===== src/design/mem_stage_macros.svh =====
`ifndef MEM_STAGE_MACROS_SVH
`define MEM_STAGE_MACROS_SVH

//////////////////////////////////////////////////////////////////////
// memory stage bus geometry
//////////////////////////////////////////////////////////////////////

// 32-bit words with four byte lanes, as the instruction set defines them.
// the bus address is a byte address and the stage clears its two low bits
// before driving it to the memory

// byte address width
`define MEM_ADDR_W 32

// data word width
`define MEM_DATA_W 32

// byte lanes per data word, one write enable each
`define MEM_LANES 4

`endif


===== src/design/mem_stage_pkg.sv =====
`default_nettype none

`include "mem_stage_macros.svh"

package mem_stage_pkg;

	//////////////////////////////////////////////////////////////////////
	// plain vector types
	//////////////////////////////////////////////////////////////////////

	typedef logic [`MEM_ADDR_W-1:0]         addr_t;    // byte address
	typedef logic [`MEM_DATA_W-1:0]         word_t;    // one data word
	typedef logic [`MEM_LANES-1:0]          byte_en_t; // per-lane write enable
	typedef logic [$clog2(`MEM_LANES)-1:0]  lane_t;    // byte lane within a word

	//////////////////////////////////////////////////////////////////////
	// operation and size codes
	//////////////////////////////////////////////////////////////////////

	typedef enum logic [0:0] {
		LOAD  = 1'b0,
		STORE = 1'b1
	} mem_op_e;

	// same codes as the pipeline's mem_ctrl field, 2'b00 means no access
	typedef enum logic [1:0] {
		SZ_BYTE = 2'b01,
		SZ_HALF = 2'b10,
		SZ_WORD = 2'b11
	} mem_size_e;

	//////////////////////////////////////////////////////////////////////
	// structs
	//////////////////////////////////////////////////////////////////////

	// one request as it arrives, 68 bits
	typedef struct packed {
		mem_op_e   op;
		mem_size_e size;
		logic      sign_ext; // loads only
		addr_t     addr;     // byte address, not aligned
		word_t     wdata;    // store data in the low bits
	} mem_req_t;

	// request held in the slot with its alignment status, 69 bits
	typedef struct packed {
		mem_req_t req;
		logic     misaligned;
	} mem_access_t;

	// word-aligned memory bus, 69 bits
	typedef struct packed {
		addr_t    addr;
		word_t    wdata; // already shifted to the enabled lanes
		byte_en_t we;
		logic     rd;
	} mem_bus_t;

	// response returned per request, 34 bits
	typedef struct packed {
		word_t rdata;
		logic  misaligned;
		logic  is_store;
	} mem_rsp_t;

endpackage

`default_nettype wire


===== src/design/mem_req_slot.sv =====
`default_nettype none

// single-entry request holding register
// the alignment check is done here once, as the request is captured,
// so both datapath halves see the same flag
module mem_req_slot import mem_stage_pkg::*; (
	input  logic        clk,
	input  logic        arst_n,
	input  logic        req_valid,
	output logic        req_ready,
	input  mem_req_t    req,
	input  logic        accept,    // response register has room
	output logic        issue,
	output mem_access_t access
);

	logic        held;       // slot occupied
	logic        misaligned; // check on the incoming request
	logic        take;
	mem_access_t slot_q;

	//////////////////////////////////////////////////////////////////////
	// alignment
	//////////////////////////////////////////////////////////////////////

	// half needs bit 0 clear, word needs both low bits clear
	always_comb begin
		case (req.size)
			SZ_HALF: misaligned = req.addr[0];
			SZ_WORD: misaligned = |req.addr[1:0];
			default: misaligned = 1'b0; // bytes are always aligned
		endcase
	end

	//////////////////////////////////////////////////////////////////////
	// handshake
	//////////////////////////////////////////////////////////////////////

	assign issue     = held & accept;
	assign req_ready = ~held | issue; // refill in the same cycle it drains
	assign take      = req_valid & req_ready;

	always_ff @(posedge clk or negedge arst_n) begin
		if (!arst_n) begin
			held <= 1'b0;
		end else if (take) begin
			held <= 1'b1;
		end else if (issue) begin
			held <= 1'b0;
		end
	end

	// payload, only written on a transfer
	always_ff @(posedge clk) begin
		if (take) begin
			slot_q.req        <= req;
			slot_q.misaligned <= misaligned;
		end
	end

	assign access = slot_q;

endmodule

`default_nettype wire


===== src/design/store_formatter.sv =====
`default_nettype none

// drives the word-aligned memory bus for the access in the slot
// store data goes to the same lanes that the byte enables select
module store_formatter import mem_stage_pkg::*; (
	input  logic        issue,
	input  mem_access_t access,
	output mem_bus_t    bus
);

	lane_t    lane;      // low address bits
	logic     enable;    // bus may act this cycle
	byte_en_t lane_mask; // enables before the op check

	assign lane   = access.req.addr[1:0];
	assign enable = issue & ~access.misaligned;

	// one, two or four lanes starting at the addressed one
	always_comb begin
		case (access.req.size)
			SZ_BYTE: lane_mask = byte_en_t'(4'b0001) << lane;
			SZ_HALF: lane_mask = byte_en_t'(4'b0011) << lane;
			SZ_WORD: lane_mask = 4'b1111;
			default: lane_mask = '0;
		endcase
	end

	always_comb begin
		bus.addr  = {access.req.addr[31:2], 2'b00};
		bus.wdata = access.req.wdata << {lane, 3'b000}; // eight bits per lane
		bus.we    = '0;
		bus.rd    = 1'b0;

		// idle unless the slot issues an aligned access
		if (enable) begin
			if (access.req.op == STORE) begin
				bus.we = lane_mask;
			end else begin
				bus.rd = 1'b1;
			end
		end
	end

endmodule

`default_nettype wire


===== src/design/load_extractor.sv =====
`default_nettype none

// picks the addressed byte or half out of the read word
// and extends it to a full word
module load_extractor import mem_stage_pkg::*; (
	input  mem_access_t access,
	input  word_t       rdata,     // combinational memory read data
	output word_t       load_word
);

	lane_t       lane;
	logic [7:0]  sel_byte;
	logic [15:0] sel_half;
	logic        fill_byte; // extension bit for byte loads
	logic        fill_half; // extension bit for half loads

	assign lane = access.req.addr[1:0];

	//////////////////////////////////////////////////////////////////////
	// lane select
	//////////////////////////////////////////////////////////////////////

	always_comb begin
		sel_byte = rdata[{lane, 3'b000} +: 8];
		// aligned halves sit at lane 0 or lane 2
		sel_half = lane[1] ? rdata[31:16] : rdata[15:0];
	end

	//////////////////////////////////////////////////////////////////////
	// extension
	//////////////////////////////////////////////////////////////////////

	assign fill_byte = access.req.sign_ext & sel_byte[7];
	assign fill_half = access.req.sign_ext & sel_half[15];

	always_comb begin
		case (access.req.size)
			SZ_BYTE: load_word = {{24{fill_byte}}, sel_byte};
			SZ_HALF: load_word = {{16{fill_half}}, sel_half};
			SZ_WORD: load_word = rdata;
			default: load_word = '0;
		endcase
	end

endmodule

`default_nettype wire


===== src/design/mem_rsp_merge.sv =====
`default_nettype none

// response register
// captures the load result and the access status at the end of the
// issue cycle and holds them until the consumer takes them
module mem_rsp_merge import mem_stage_pkg::*; (
	input  logic        clk,
	input  logic        arst_n,
	input  logic        issue,
	input  mem_access_t access,
	input  word_t       load_word,
	output logic        accept,    // to the slot
	output logic        rsp_valid,
	input  logic        rsp_ready,
	output mem_rsp_t    rsp
);

	logic  is_store;
	word_t rsp_data;

	assign is_store = (access.req.op == STORE);

	// stores and rejected accesses return zero
	assign rsp_data = (is_store || access.misaligned) ? '0 : load_word;

	// room when empty or when the held response leaves this cycle
	assign accept = ~rsp_valid | rsp_ready;

	//////////////////////////////////////////////////////////////////////
	// valid and payload
	//////////////////////////////////////////////////////////////////////

	always_ff @(posedge clk or negedge arst_n) begin
		if (!arst_n) begin
			rsp_valid <= 1'b0;
		end else if (accept) begin
			rsp_valid <= issue; // drops to idle if nothing issued
		end
	end

	// issue is only high while accept is high
	always_ff @(posedge clk) begin
		if (issue) begin
			rsp.rdata      <= rsp_data;
			rsp.misaligned <= access.misaligned;
			rsp.is_store   <= is_store;
		end
	end

endmodule

`default_nettype wire


===== src/design/mem_stage_top.sv =====
`default_nettype none

// standalone memory-access stage
// request slot, then store formatting and load extraction side by side,
// then the response register
module mem_stage_top import mem_stage_pkg::*; (
	input  logic     clk,
	input  logic     arst_n,

	// request side
	input  logic     req_valid,
	output logic     req_ready,
	input  mem_req_t req,

	// memory bus
	output mem_bus_t bus,
	input  word_t    mem_rdata,

	// response side
	output logic     rsp_valid,
	input  logic     rsp_ready,
	output mem_rsp_t rsp
);

	mem_access_t access;    // held request
	logic        issue;
	logic        accept;
	word_t       load_word; // extended read data

	//////////////////////////////////////////////////////////////////////
	// request slot
	//////////////////////////////////////////////////////////////////////

	mem_req_slot u_slot (
		.clk       (clk),
		.arst_n    (arst_n),
		.req_valid (req_valid),
		.req_ready (req_ready),
		.req       (req),
		.accept    (accept),
		.issue     (issue),
		.access    (access)
	);

	//////////////////////////////////////////////////////////////////////
	// datapath, both zero-cycle
	//////////////////////////////////////////////////////////////////////

	store_formatter u_store (
		.issue  (issue),
		.access (access),
		.bus    (bus)
	);

	load_extractor u_load (
		.access    (access),
		.rdata     (mem_rdata),
		.load_word (load_word)
	);

	//////////////////////////////////////////////////////////////////////
	// response register
	//////////////////////////////////////////////////////////////////////

	mem_rsp_merge u_rsp (
		.clk       (clk),
		.arst_n    (arst_n),
		.issue     (issue),
		.access    (access),
		.load_word (load_word),
		.accept    (accept),
		.rsp_valid (rsp_valid),
		.rsp_ready (rsp_ready),
		.rsp       (rsp)
	);

endmodule

`default_nettype wire


===== config.mk =====
export PLATFORM = sky130hd
export DESIGN_NAME = mem_stage_top
export DESIGN_NICKNAME = d
export VERILOG_FILES = /design/src/design/mem_stage_pkg.sv /design/src/design/mem_req_slot.sv /design/src/design/store_formatter.sv /design/src/design/load_extractor.sv /design/src/design/mem_rsp_merge.sv /design/src/design/mem_stage_top.sv
export VERILOG_INCLUDE_DIRS = /design/src /design/src/design
export SDC_FILE = /design/constraint.sdc
export NUM_CORES = 1
export LEC_CHECK = 0
export ABC_AREA = 1
export BUFFER_PORTS_ARGS = -buffer_cell sky130_fd_sc_hd__clkbuf_2
export CORE_MARGIN = 4
export CORE_UTILIZATION = 30
export DETAILED_ROUTE_END_ITERATION = 16
export HOLD_SLACK_MARGIN = 0.15
export PLACE_DENSITY = 0.62
export SYNTH_ARGS = -nofsm -noshare
export SYNTH_HDL_FRONTEND = slang
export SYNTH_HIERARCHICAL = 1
export SYNTH_SLANG_ARGS = --single-unit

===== constraint.sdc =====
create_clock -name clk -period 7.71 [get_ports clk]
set_input_delay 0.3855 -clock clk [delete_from_list [all_inputs] [get_ports clk]]
set_output_delay 0.3855 -clock clk [all_outputs]
set_load 0.1 [all_outputs]

* Yosys cells after proc, flatten, opt, wreduce, memory -nomap -nowiden
Index checks and enable logic that the tools add are counted.
** Cells by class
- Equal/unequal tests :: 5
- Shift operators :: 4
- Mux-type cells :: 9
- Bitwise operators :: 10
- Reduce and logical (&&, ||, !) cells :: 3
** Operator list (number)
- $pmux 32 s3 :: 1
- $shiftx 32x6->8 :: 1
- $shl 32x5->32 :: 1
- $mux 16 :: 1
- $pmux 4 s3 :: 1
- $eq 2x2->1 const B :: 4
- $and 1x1->1 :: 5
- $mux 5 :: 1
- $mux 4 :: 1
- $shl 1x2->4 const A :: 1
- $shl 2x2->4 const A :: 1
- $mux 1 :: 3
- $not 1->1 :: 3
- $eq 2x1->1 const B :: 1
- $or 1x1->1 :: 2
- $pmux 1 s2 :: 1
- $reduce_bool 2->1 :: 1
- $reduce_or 2->1 :: 1
- $logic_or 1x1->1 :: 1
** Word-level totals
- Register bits :: 105
- Bits of input ports :: 104
- Output and inout bits :: 105
- Word-level logic and storage cells :: 42

* Longest topological paths before layout
Gate-level depths: netlist of the first run.
- Depth in word-level cells :: 6
- Mapped depth :: 10
- Mapped depth without buffers :: 9

* By module
Netlist of the first run, hierarchy kept.
** By module, submodules not included
- mem_req_slot :: times used 1, cells an instance 81, area an instance 2140.8 um^2, seq. area each 2097.0 um^2
- mem_rsp_merge :: times used 1, cells an instance 109, area an instance 1487.7 um^2, seq. area each 1046.0 um^2
- store_formatter :: times used 1, cells an instance 174, area an instance 998.5 um^2, seq. area each 0.0 um^2
- load_extractor :: times used 1, cells an instance 189, area an instance 795.8 um^2, seq. area each 0.0 um^2

* Least setup slack after synthesis of the first run
OpenSTA, ideal clock, no wires.
- Path type :: register to register
- From :: reg u_rsp.rsp_valid
- To :: reg u_slot.slot_q (netlist bit u_slot/access[0]), enable pin
- Setup time :: 0.519 ns
- Arrival :: 4.395 ns
- Required time :: 7.191 ns
- Setup slack :: 2.797 ns
- Cell stages (with the launch flop) :: 4
- Buffers on the path :: 0
- Clock period less this slack :: 4.913 ns
- Path through :: dfrtp_1 -> nand2_1 -> inv_1 -> a21oi_1
** Between the ends
- Word-level cells in the longest chain between the ends :: 5
** Ends and longest elaborated chain
- start, declared :: line mem_rsp_merge.sv:13 : output logic rsp_valid,
- start signal, assigned :: line mem_rsp_merge.sv:37 : rsp_valid <= issue;
- $not 1->1 :: line mem_rsp_merge.sv:27 : assign accept = ~rsp_valid | rsp_ready;
- $or 1x1->1 :: line mem_rsp_merge.sv:27
- via accept :: line mem_stage_top.sv:27 : logic accept;
- $and 1x1->1 :: line mem_req_slot.sv:39 : assign issue = held & accept;
- $or 1x1->1 :: line mem_req_slot.sv:40 : assign req_ready = ~held | issue;
- $and 1x1->1 :: line mem_req_slot.sv:41 : assign take = req_valid & req_ready;
- via u_slot.take :: line mem_req_slot.sv:19 : logic take;
- end, declared :: line mem_req_slot.sv:20 : mem_access_t slot_q;
The timed path passes the listed nets, and every way through them passes these cells.
A chain may end at the register's enable or synchronous reset.

==> results of run 1 <==
## worst paths after layout
| path | endpoint | cells past startpoint |
|---|---|---|
| setup / recovery | bus[2] | 9 |
| hold / removal | u_slot/access[54]$_DFFE_PP_ | 1 |
| setup reg to reg | u_rsp/rsp[28]$_SDFFCE_PP0P_ | 10 |
| hold reg to reg | u_rsp/rsp[1]$_DFFE_PP_ | 0 |
| max in group asynchronous | u_slot/held$_DFFE_PN0P_ | 2 |
| min in group asynchronous | u_rsp/rsp_valid$_DFFE_PN0P_ | 2 |
## area by class of cell
cell class,count,area [sq um]
clock buffers,9,225
well taps,225,282
flip-flops and latches,105,3140
repair buffers,211,1070
inverters,101,382
multi-input cells,298,1500
fillers,1788,10800
clock inverters,7,81.3
## metal layers
layer,GRT usage [%],up-vias,share of wire (%)
met4,5.90,0,3.1
met3,3.90,26,6.3
met5,0,-,0
li1,-,2069,-
met2,22.3,114,49
met1,15.7,1815,41
## kinds of logic after synthesis
group                      Yosys count  share of synthesized area, %
buffers and inverters              151                          14.7
AOI/OAI and AO/OA                   62                          7.22
and+or+nand+nor                    231                          19.3
other                                1                        0.0692
DFF                                105                          58.0
adders and majority gates            3                         0.692
## report_power, final
part           switching, mW  total [mW]  internal [mW]
Clock                  0.239       0.472          0.233
Combinational          0.457       0.541         0.0838
Sequential            0.0178       0.698          0.681
## what timing repair did
item / 4_1_cts / 5_1_grt
setup endpoints to repair: 0 / 0
hold buffers: 1 / 0
endpoints found under the hold margin: 2 / 0
## critical path: cells and delay by family (launching register included)
family                 cells  cell delay, ps
buffers and inverters      4            1030
AOI/OAI and AO/OA          1             160
and+or+nand+nor            4             410
DFF                        1             390
## cell usage in the layout, fill, tap and decap left out, types with 3 or more instances in the layout
| cell type | instances |
|---|---|
| a21oi_1 | 12 |
| nand2_1 | 152 |
| nor2_1 | 30 |
| nor2_4 | 11 |
| buf_4 | 4 |
| inv_2 | 6 |
| edfxtp_1 | 103 |
| inv_1 | 94 |
| clkbuf_2 | 206 |
| o211ai_1 | 7 |
| o21ai_1 | 22 |
| ha_1 | 3 |
| o21ai_0 | 10 |
| clkbuf_16 | 9 |
| o211ai_2 | 8 |
| nor2_2 | 21 |
| nand3_1 | 10 |
## sequential cells by signal, indices dropped and copies added (netlist names)
register / count
u_rsp/rsp_valid: 1
u_slot/held: 1
u_slot/access: 69
u_rsp/rsp: 34
## through the flow
| stage | cells | hold WS (ps) | instance area (sq um) | power (mW) |
|---|---|---|---|---|
| after floorplan | 554 | 89.9 | 5430 | 1.18 |
| after global placement | 939 | 171 | 6360 | 1.26 |
| after detailed placement | 939 | 174 | 6360 | 1.26 |
| after CTS | 956 | 176 | 6680 | 1.74 |
| after global routing | 956 | 172 | 6680 | 1.79 |
| final | 956 | 197 | 6680 | 1.71 |
==> flow_summary.toml, run 1 <==
[global_routing]
grt_pass1_wl_microns = 21000
grt_pass1_vias = 3995
grt_overflow = 0
grt_max_degree = 54
grtUsageTotal_pct = 13.3
antenna_found_initial = 0

[placed_design]
routabilityCongestion = 0.846
port_buffers = 206
dp_slack_ps = 5210
hpwl_microns = 10200

[timing]
setup_viol = 0
rsz0062_at_grt = "no"
fin_ws_ps = 4960
final-hold-violation-count = 0
period_needed_ps = 2750
drv_slew = 0
finClkSkew_ps = 10.8
worst_pin_slew_ps = 743
max_slew_margin_pct = 50.4
clock.fmax_mhz = 363
fin_setup_tns_ps = 0
fin_crit_sh_pct = 35.7

[detailed_routing]
firstDrtPassIters = 4
via_per_inst = 4.21
vias = 4024
route.detailed.drc = 0
wl_microns = 13600
avgRoutedWirePerCell_microns = 14.3
drtIter0Drc = 202
detail-route-antenna-nets = 0

[critical_path]
cp.required_ps = 7320
rrSetupSlack_ps = 5300
slowest_stage = "clkbuf_2"
timing.critical_path.from = "u_rsp/rsp_valid$_DFFE_PN0P_"
critPathKind = "flip-flop to primary output"
start_kind = "flip-flop"
critPathArrivalTime_ps = 2370
r2r-start = "u_slot/access[34]$_DFFE_PP_"
end_kind = "primary output"
cp_slowest_stage_delay_ps = 480
crit_fanout = 36
path_cells = "nand2_1 > nand2_1 > inv_1 > buf_4 > inv_1 > nor2_1 > nand3b_1 > a21oi_1 > clkbuf_2"

[synthesis]
synthCells = 553
yosysMostFrequentCell = "nand2_1"
synth_ff_type = "edfxtp_1"
synth_top_cell_by_area = "edfxtp_1"
ys_seq_area_share_pct = 58.0
yosysWarningCount = 6
yosysUniqueCellTypes = 32
async_flop_share_pct = 1.90
netlist.area_leader.share_pct = 57.0
synth_seq_cells = 105
synth_edf_count = 103
synth_area_sq_um = 5420
synth.avg_cell_area_sq_um = 9.81
synth_common_cells = "nand2_1 (152), edfxtp_1 (103), inv_1 (94)"
synth.top_cells.by_area = "edfxtp_1 (57%), nand2_1 (11%), inv_1 (6.5%)"

[clock_tree]
cts_max_path_buffers = 2
cts_max_level = 3
postCtsSetupBuffers = 0
clock_latency_ps = 360
cts.repair.resized = 0
cts-root-buf = "clkbuf_16"
cts_tree = "yes"
cts.sinks = 105
path_clk_slew_ps = 80
cts_inserted_buffers = 9

[floorplan]
std_cell_rows = 48
ios = 209
initial_utilization_pct = 31.0
fp.coreArea_sq_um = 17500
die_x_microns = 142
die_height_microns = 142
dieArea_sq_um = 20300

[layout]
drive_gt1_share_pct = 38.0
antennaDiodeCount = 0
area_growth_pct = 23.2
fin_nets = 833
final_util_pct = 38.2

[pwr]
powerDensity_nw_per_um2 = 256
vdd_ir_drop_max_uv = 97.5
p_leak_nw = 3.24

[run_status]
outcome = "finished, final reports clean"

[flow_run]
drv_cap = 0

[min_path]
hp-start = "req[53]"
hold_class = "input pin to flip-flop"
Power figures use the tool's default switching activity.
==> inputs of run 2 (changes only) <==
- PLACE_DENSITY: 0.62 -> 0.64
- clock period: 7.71 -> 2.4 ns (I/O delays scaled with it)
==> run 2 against run 1 <==
Global-route usage grew 1.6 points. Sequential cell count is the same. First-iteration DRC count increased by 49%. Total power rose to 3.4 times the previous value. Sequential power rose to 3.2 times the previous value. Die area unchanged. Utilization increased by 7.5 points.
==> flow_summary.toml, run 2 (synthesis gave the netlist of run 1 again) <==
[run_status]
outcome = "finished, final reports clean"

[clock_tree]
cts.repair.resized = 0
postCtsSetupBuffers = 0
cts_inserted_buffers = 9
cts-root-buf = "clkbuf_16"
cts_hold_buffers = 72
cts_max_path_buffers = 2
cts_tree = "yes"
cts_max_level = 3
cts.sinks = 105
path_clk_slew_ps = 70
clock_latency_ps = 340

[timing]
fin_setup_tns_ps = 0
finClkSkew_ps = 5.98
period_needed_ps = 2090
rsz0062_at_grt = "no"
worst_pin_slew_ps = 655
clock.fmax_mhz = 479
setup_viol = 0
fin_crit_sh_pct = 87.0
drv_slew = 0
max_slew_margin_pct = 56.3
final-hold-violation-count = 0

[critical_path]
cp_slowest_stage_delay_ps = 450
r2r-start = "u_slot/access[34]$_DFFE_PP_"
slowest_stage = "edfxtp_1"
critPathArrivalTime_ps = 1970
cp.required_ps = 2280
end_kind = "primary output"
start_kind = "flip-flop"
cp_top_family = "buffers and inverters"
timing.critical_path.from = "u_slot/access[33]$_DFFE_PP_"
crit_buf_inv = 3
critPathKind = "flip-flop to primary output"
crit_fanout = 18
path_cells = "buf_4 > inv_4 > nand2_2 > o22ai_1 > buf_12"

[floorplan]
fp.coreArea_sq_um = 17500
ios = 209
dieArea_sq_um = 20300
die_height_microns = 142
initial_utilization_pct = 31.0
std_cell_rows = 48
die_x_microns = 142

[global_routing]
grt_pass1_wl_microns = 23500
top_usage_layer = "met2"
met1_usage_pct = 18.1
grt_max_degree = 48
grt_use_met2_pct = 25.3
grt_overflow = 0
antenna_found_initial = 0
grt_pass1_vias = 4398
grtUsageTotal_pct = 14.9
grtUsageMet3_pct = 4.00

[pwr]
p_sw_mw = 2.32
internal_power_mw = 3.52
p_leak_nw = 3.71
power.total_mw = 5.84
p_comb_share_pct = 35.1
powerDensity_nw_per_um2 = 731
vdd_ir_drop_max_uv = 367
seqPwrFrac_pct = 38.4
p_sw_share_pct = 39.8
pwr-share-clk_pct = 26.5

[layout]
fin_nets = 910
most-common-layout-cells = "clkbuf_2 (169), nand2_1 (150), edfxtp_1 (103)"
antennaDiodeCount = 0
fin_cells = 1033
final_common_cell = "clkbuf_2"
drive_gt1_share_pct = 36.3
final_util_pct = 45.7
largest_reg_flops = 69
fin_area_sq_um = 7990
area_growth_pct = 47.3

[detailed_routing]
via_per_inst = 4.31
wl_microns = 15400
route.detailed.drc = 0
firstDrtPassIters = 5
vias = 4448
detail-route-antenna-nets = 0
drtIter0Drc = 301
avgRoutedWirePerCell_microns = 14.9

[flow_run]
drv_cap = 0

[placed_design]
dp.cells = 945
routabilityCongestion = 0.863
placed_area_sq_um = 6960
hpwl_microns = 11100
port_buffers = 206

[min_path]
hp-start = "mem_rdata[15]"
hold_class = "input pin to flip-flop"
==> run 2: routing by layer <==
| metal | part of all wire [%] | routed length [microns] |
|---|---|---|
| met5 | 0 | 0 |
| met4 | 2.4 | 374 |
| met3 | 6.2 | 959 |
| met2 | 51 | 7840 |
| met1 | 40 | 6190 |
==> run 2: layout make-up <==
cell class                      instances  area [sq um]
Multi-Input combinational cell        298          1560
Clock inverter                          7          83.8
Timing Repair Buffer                  288          2310
Fill cell                            1617          9490
Inverter                              101           385
Tap cell                              225           282
Clock buffer                            9           225
Sequential cell                       105          3150
==> run 2: worst reg2reg max path: stages (launching register included) <==
cell and delay [ps]:
edfxtp_1 450, buf_4 240, nand2_1 90, nand2_1 110, nand2_1 110, nand2_1 70, nand2_2 350, nand2_1 100
inv_1 110, nor2_4 40
==> run 2: path summary, 6_finish.rpt <==
| path | slack (ps) | end | cells after the start |
|---|---|---|---|
| min | 260 | u_rsp/rsp[17]$_SDFFCE_PP0P_ | 5 |
| min reg2reg | 570 | u_rsp/rsp_valid$_DFFE_PN0P_ | 2 |
| max in group asynchronous | 1620 | u_rsp/rsp_valid$_DFFE_PN0P_ | 3 |
| max | 310 | bus[28] | 5 |
| min in group asynchronous | 630 | u_rsp/rsp_valid$_DFFE_PN0P_ | 3 |
| max reg2reg | 480 | u_rsp/rsp[32]$_SDFFCE_PP0P_ | 9 |
==> run 2: power by group through the flow <==
stage	sequential, mW	combinational, mW	clock [mW]
final	2.24	2.05	1.55
after detailed placement	2.29	1.96	0
after global routing	2.26	2.14	1.68
after CTS	2.25	2.06	1.60
after global placement	2.28	1.95	0
after floorplan	2.70	1.10	0
==> run 2: stage by stage <==
stage,hold WS (ps),setup WS [ps]
3_5_place_dp,-82.8,483
6_report,255,312
2_1_floorplan,-176,-12.7
4_1_cts,229,268
5_1_grt,248,159
3_3_place_gp,-85.5,532
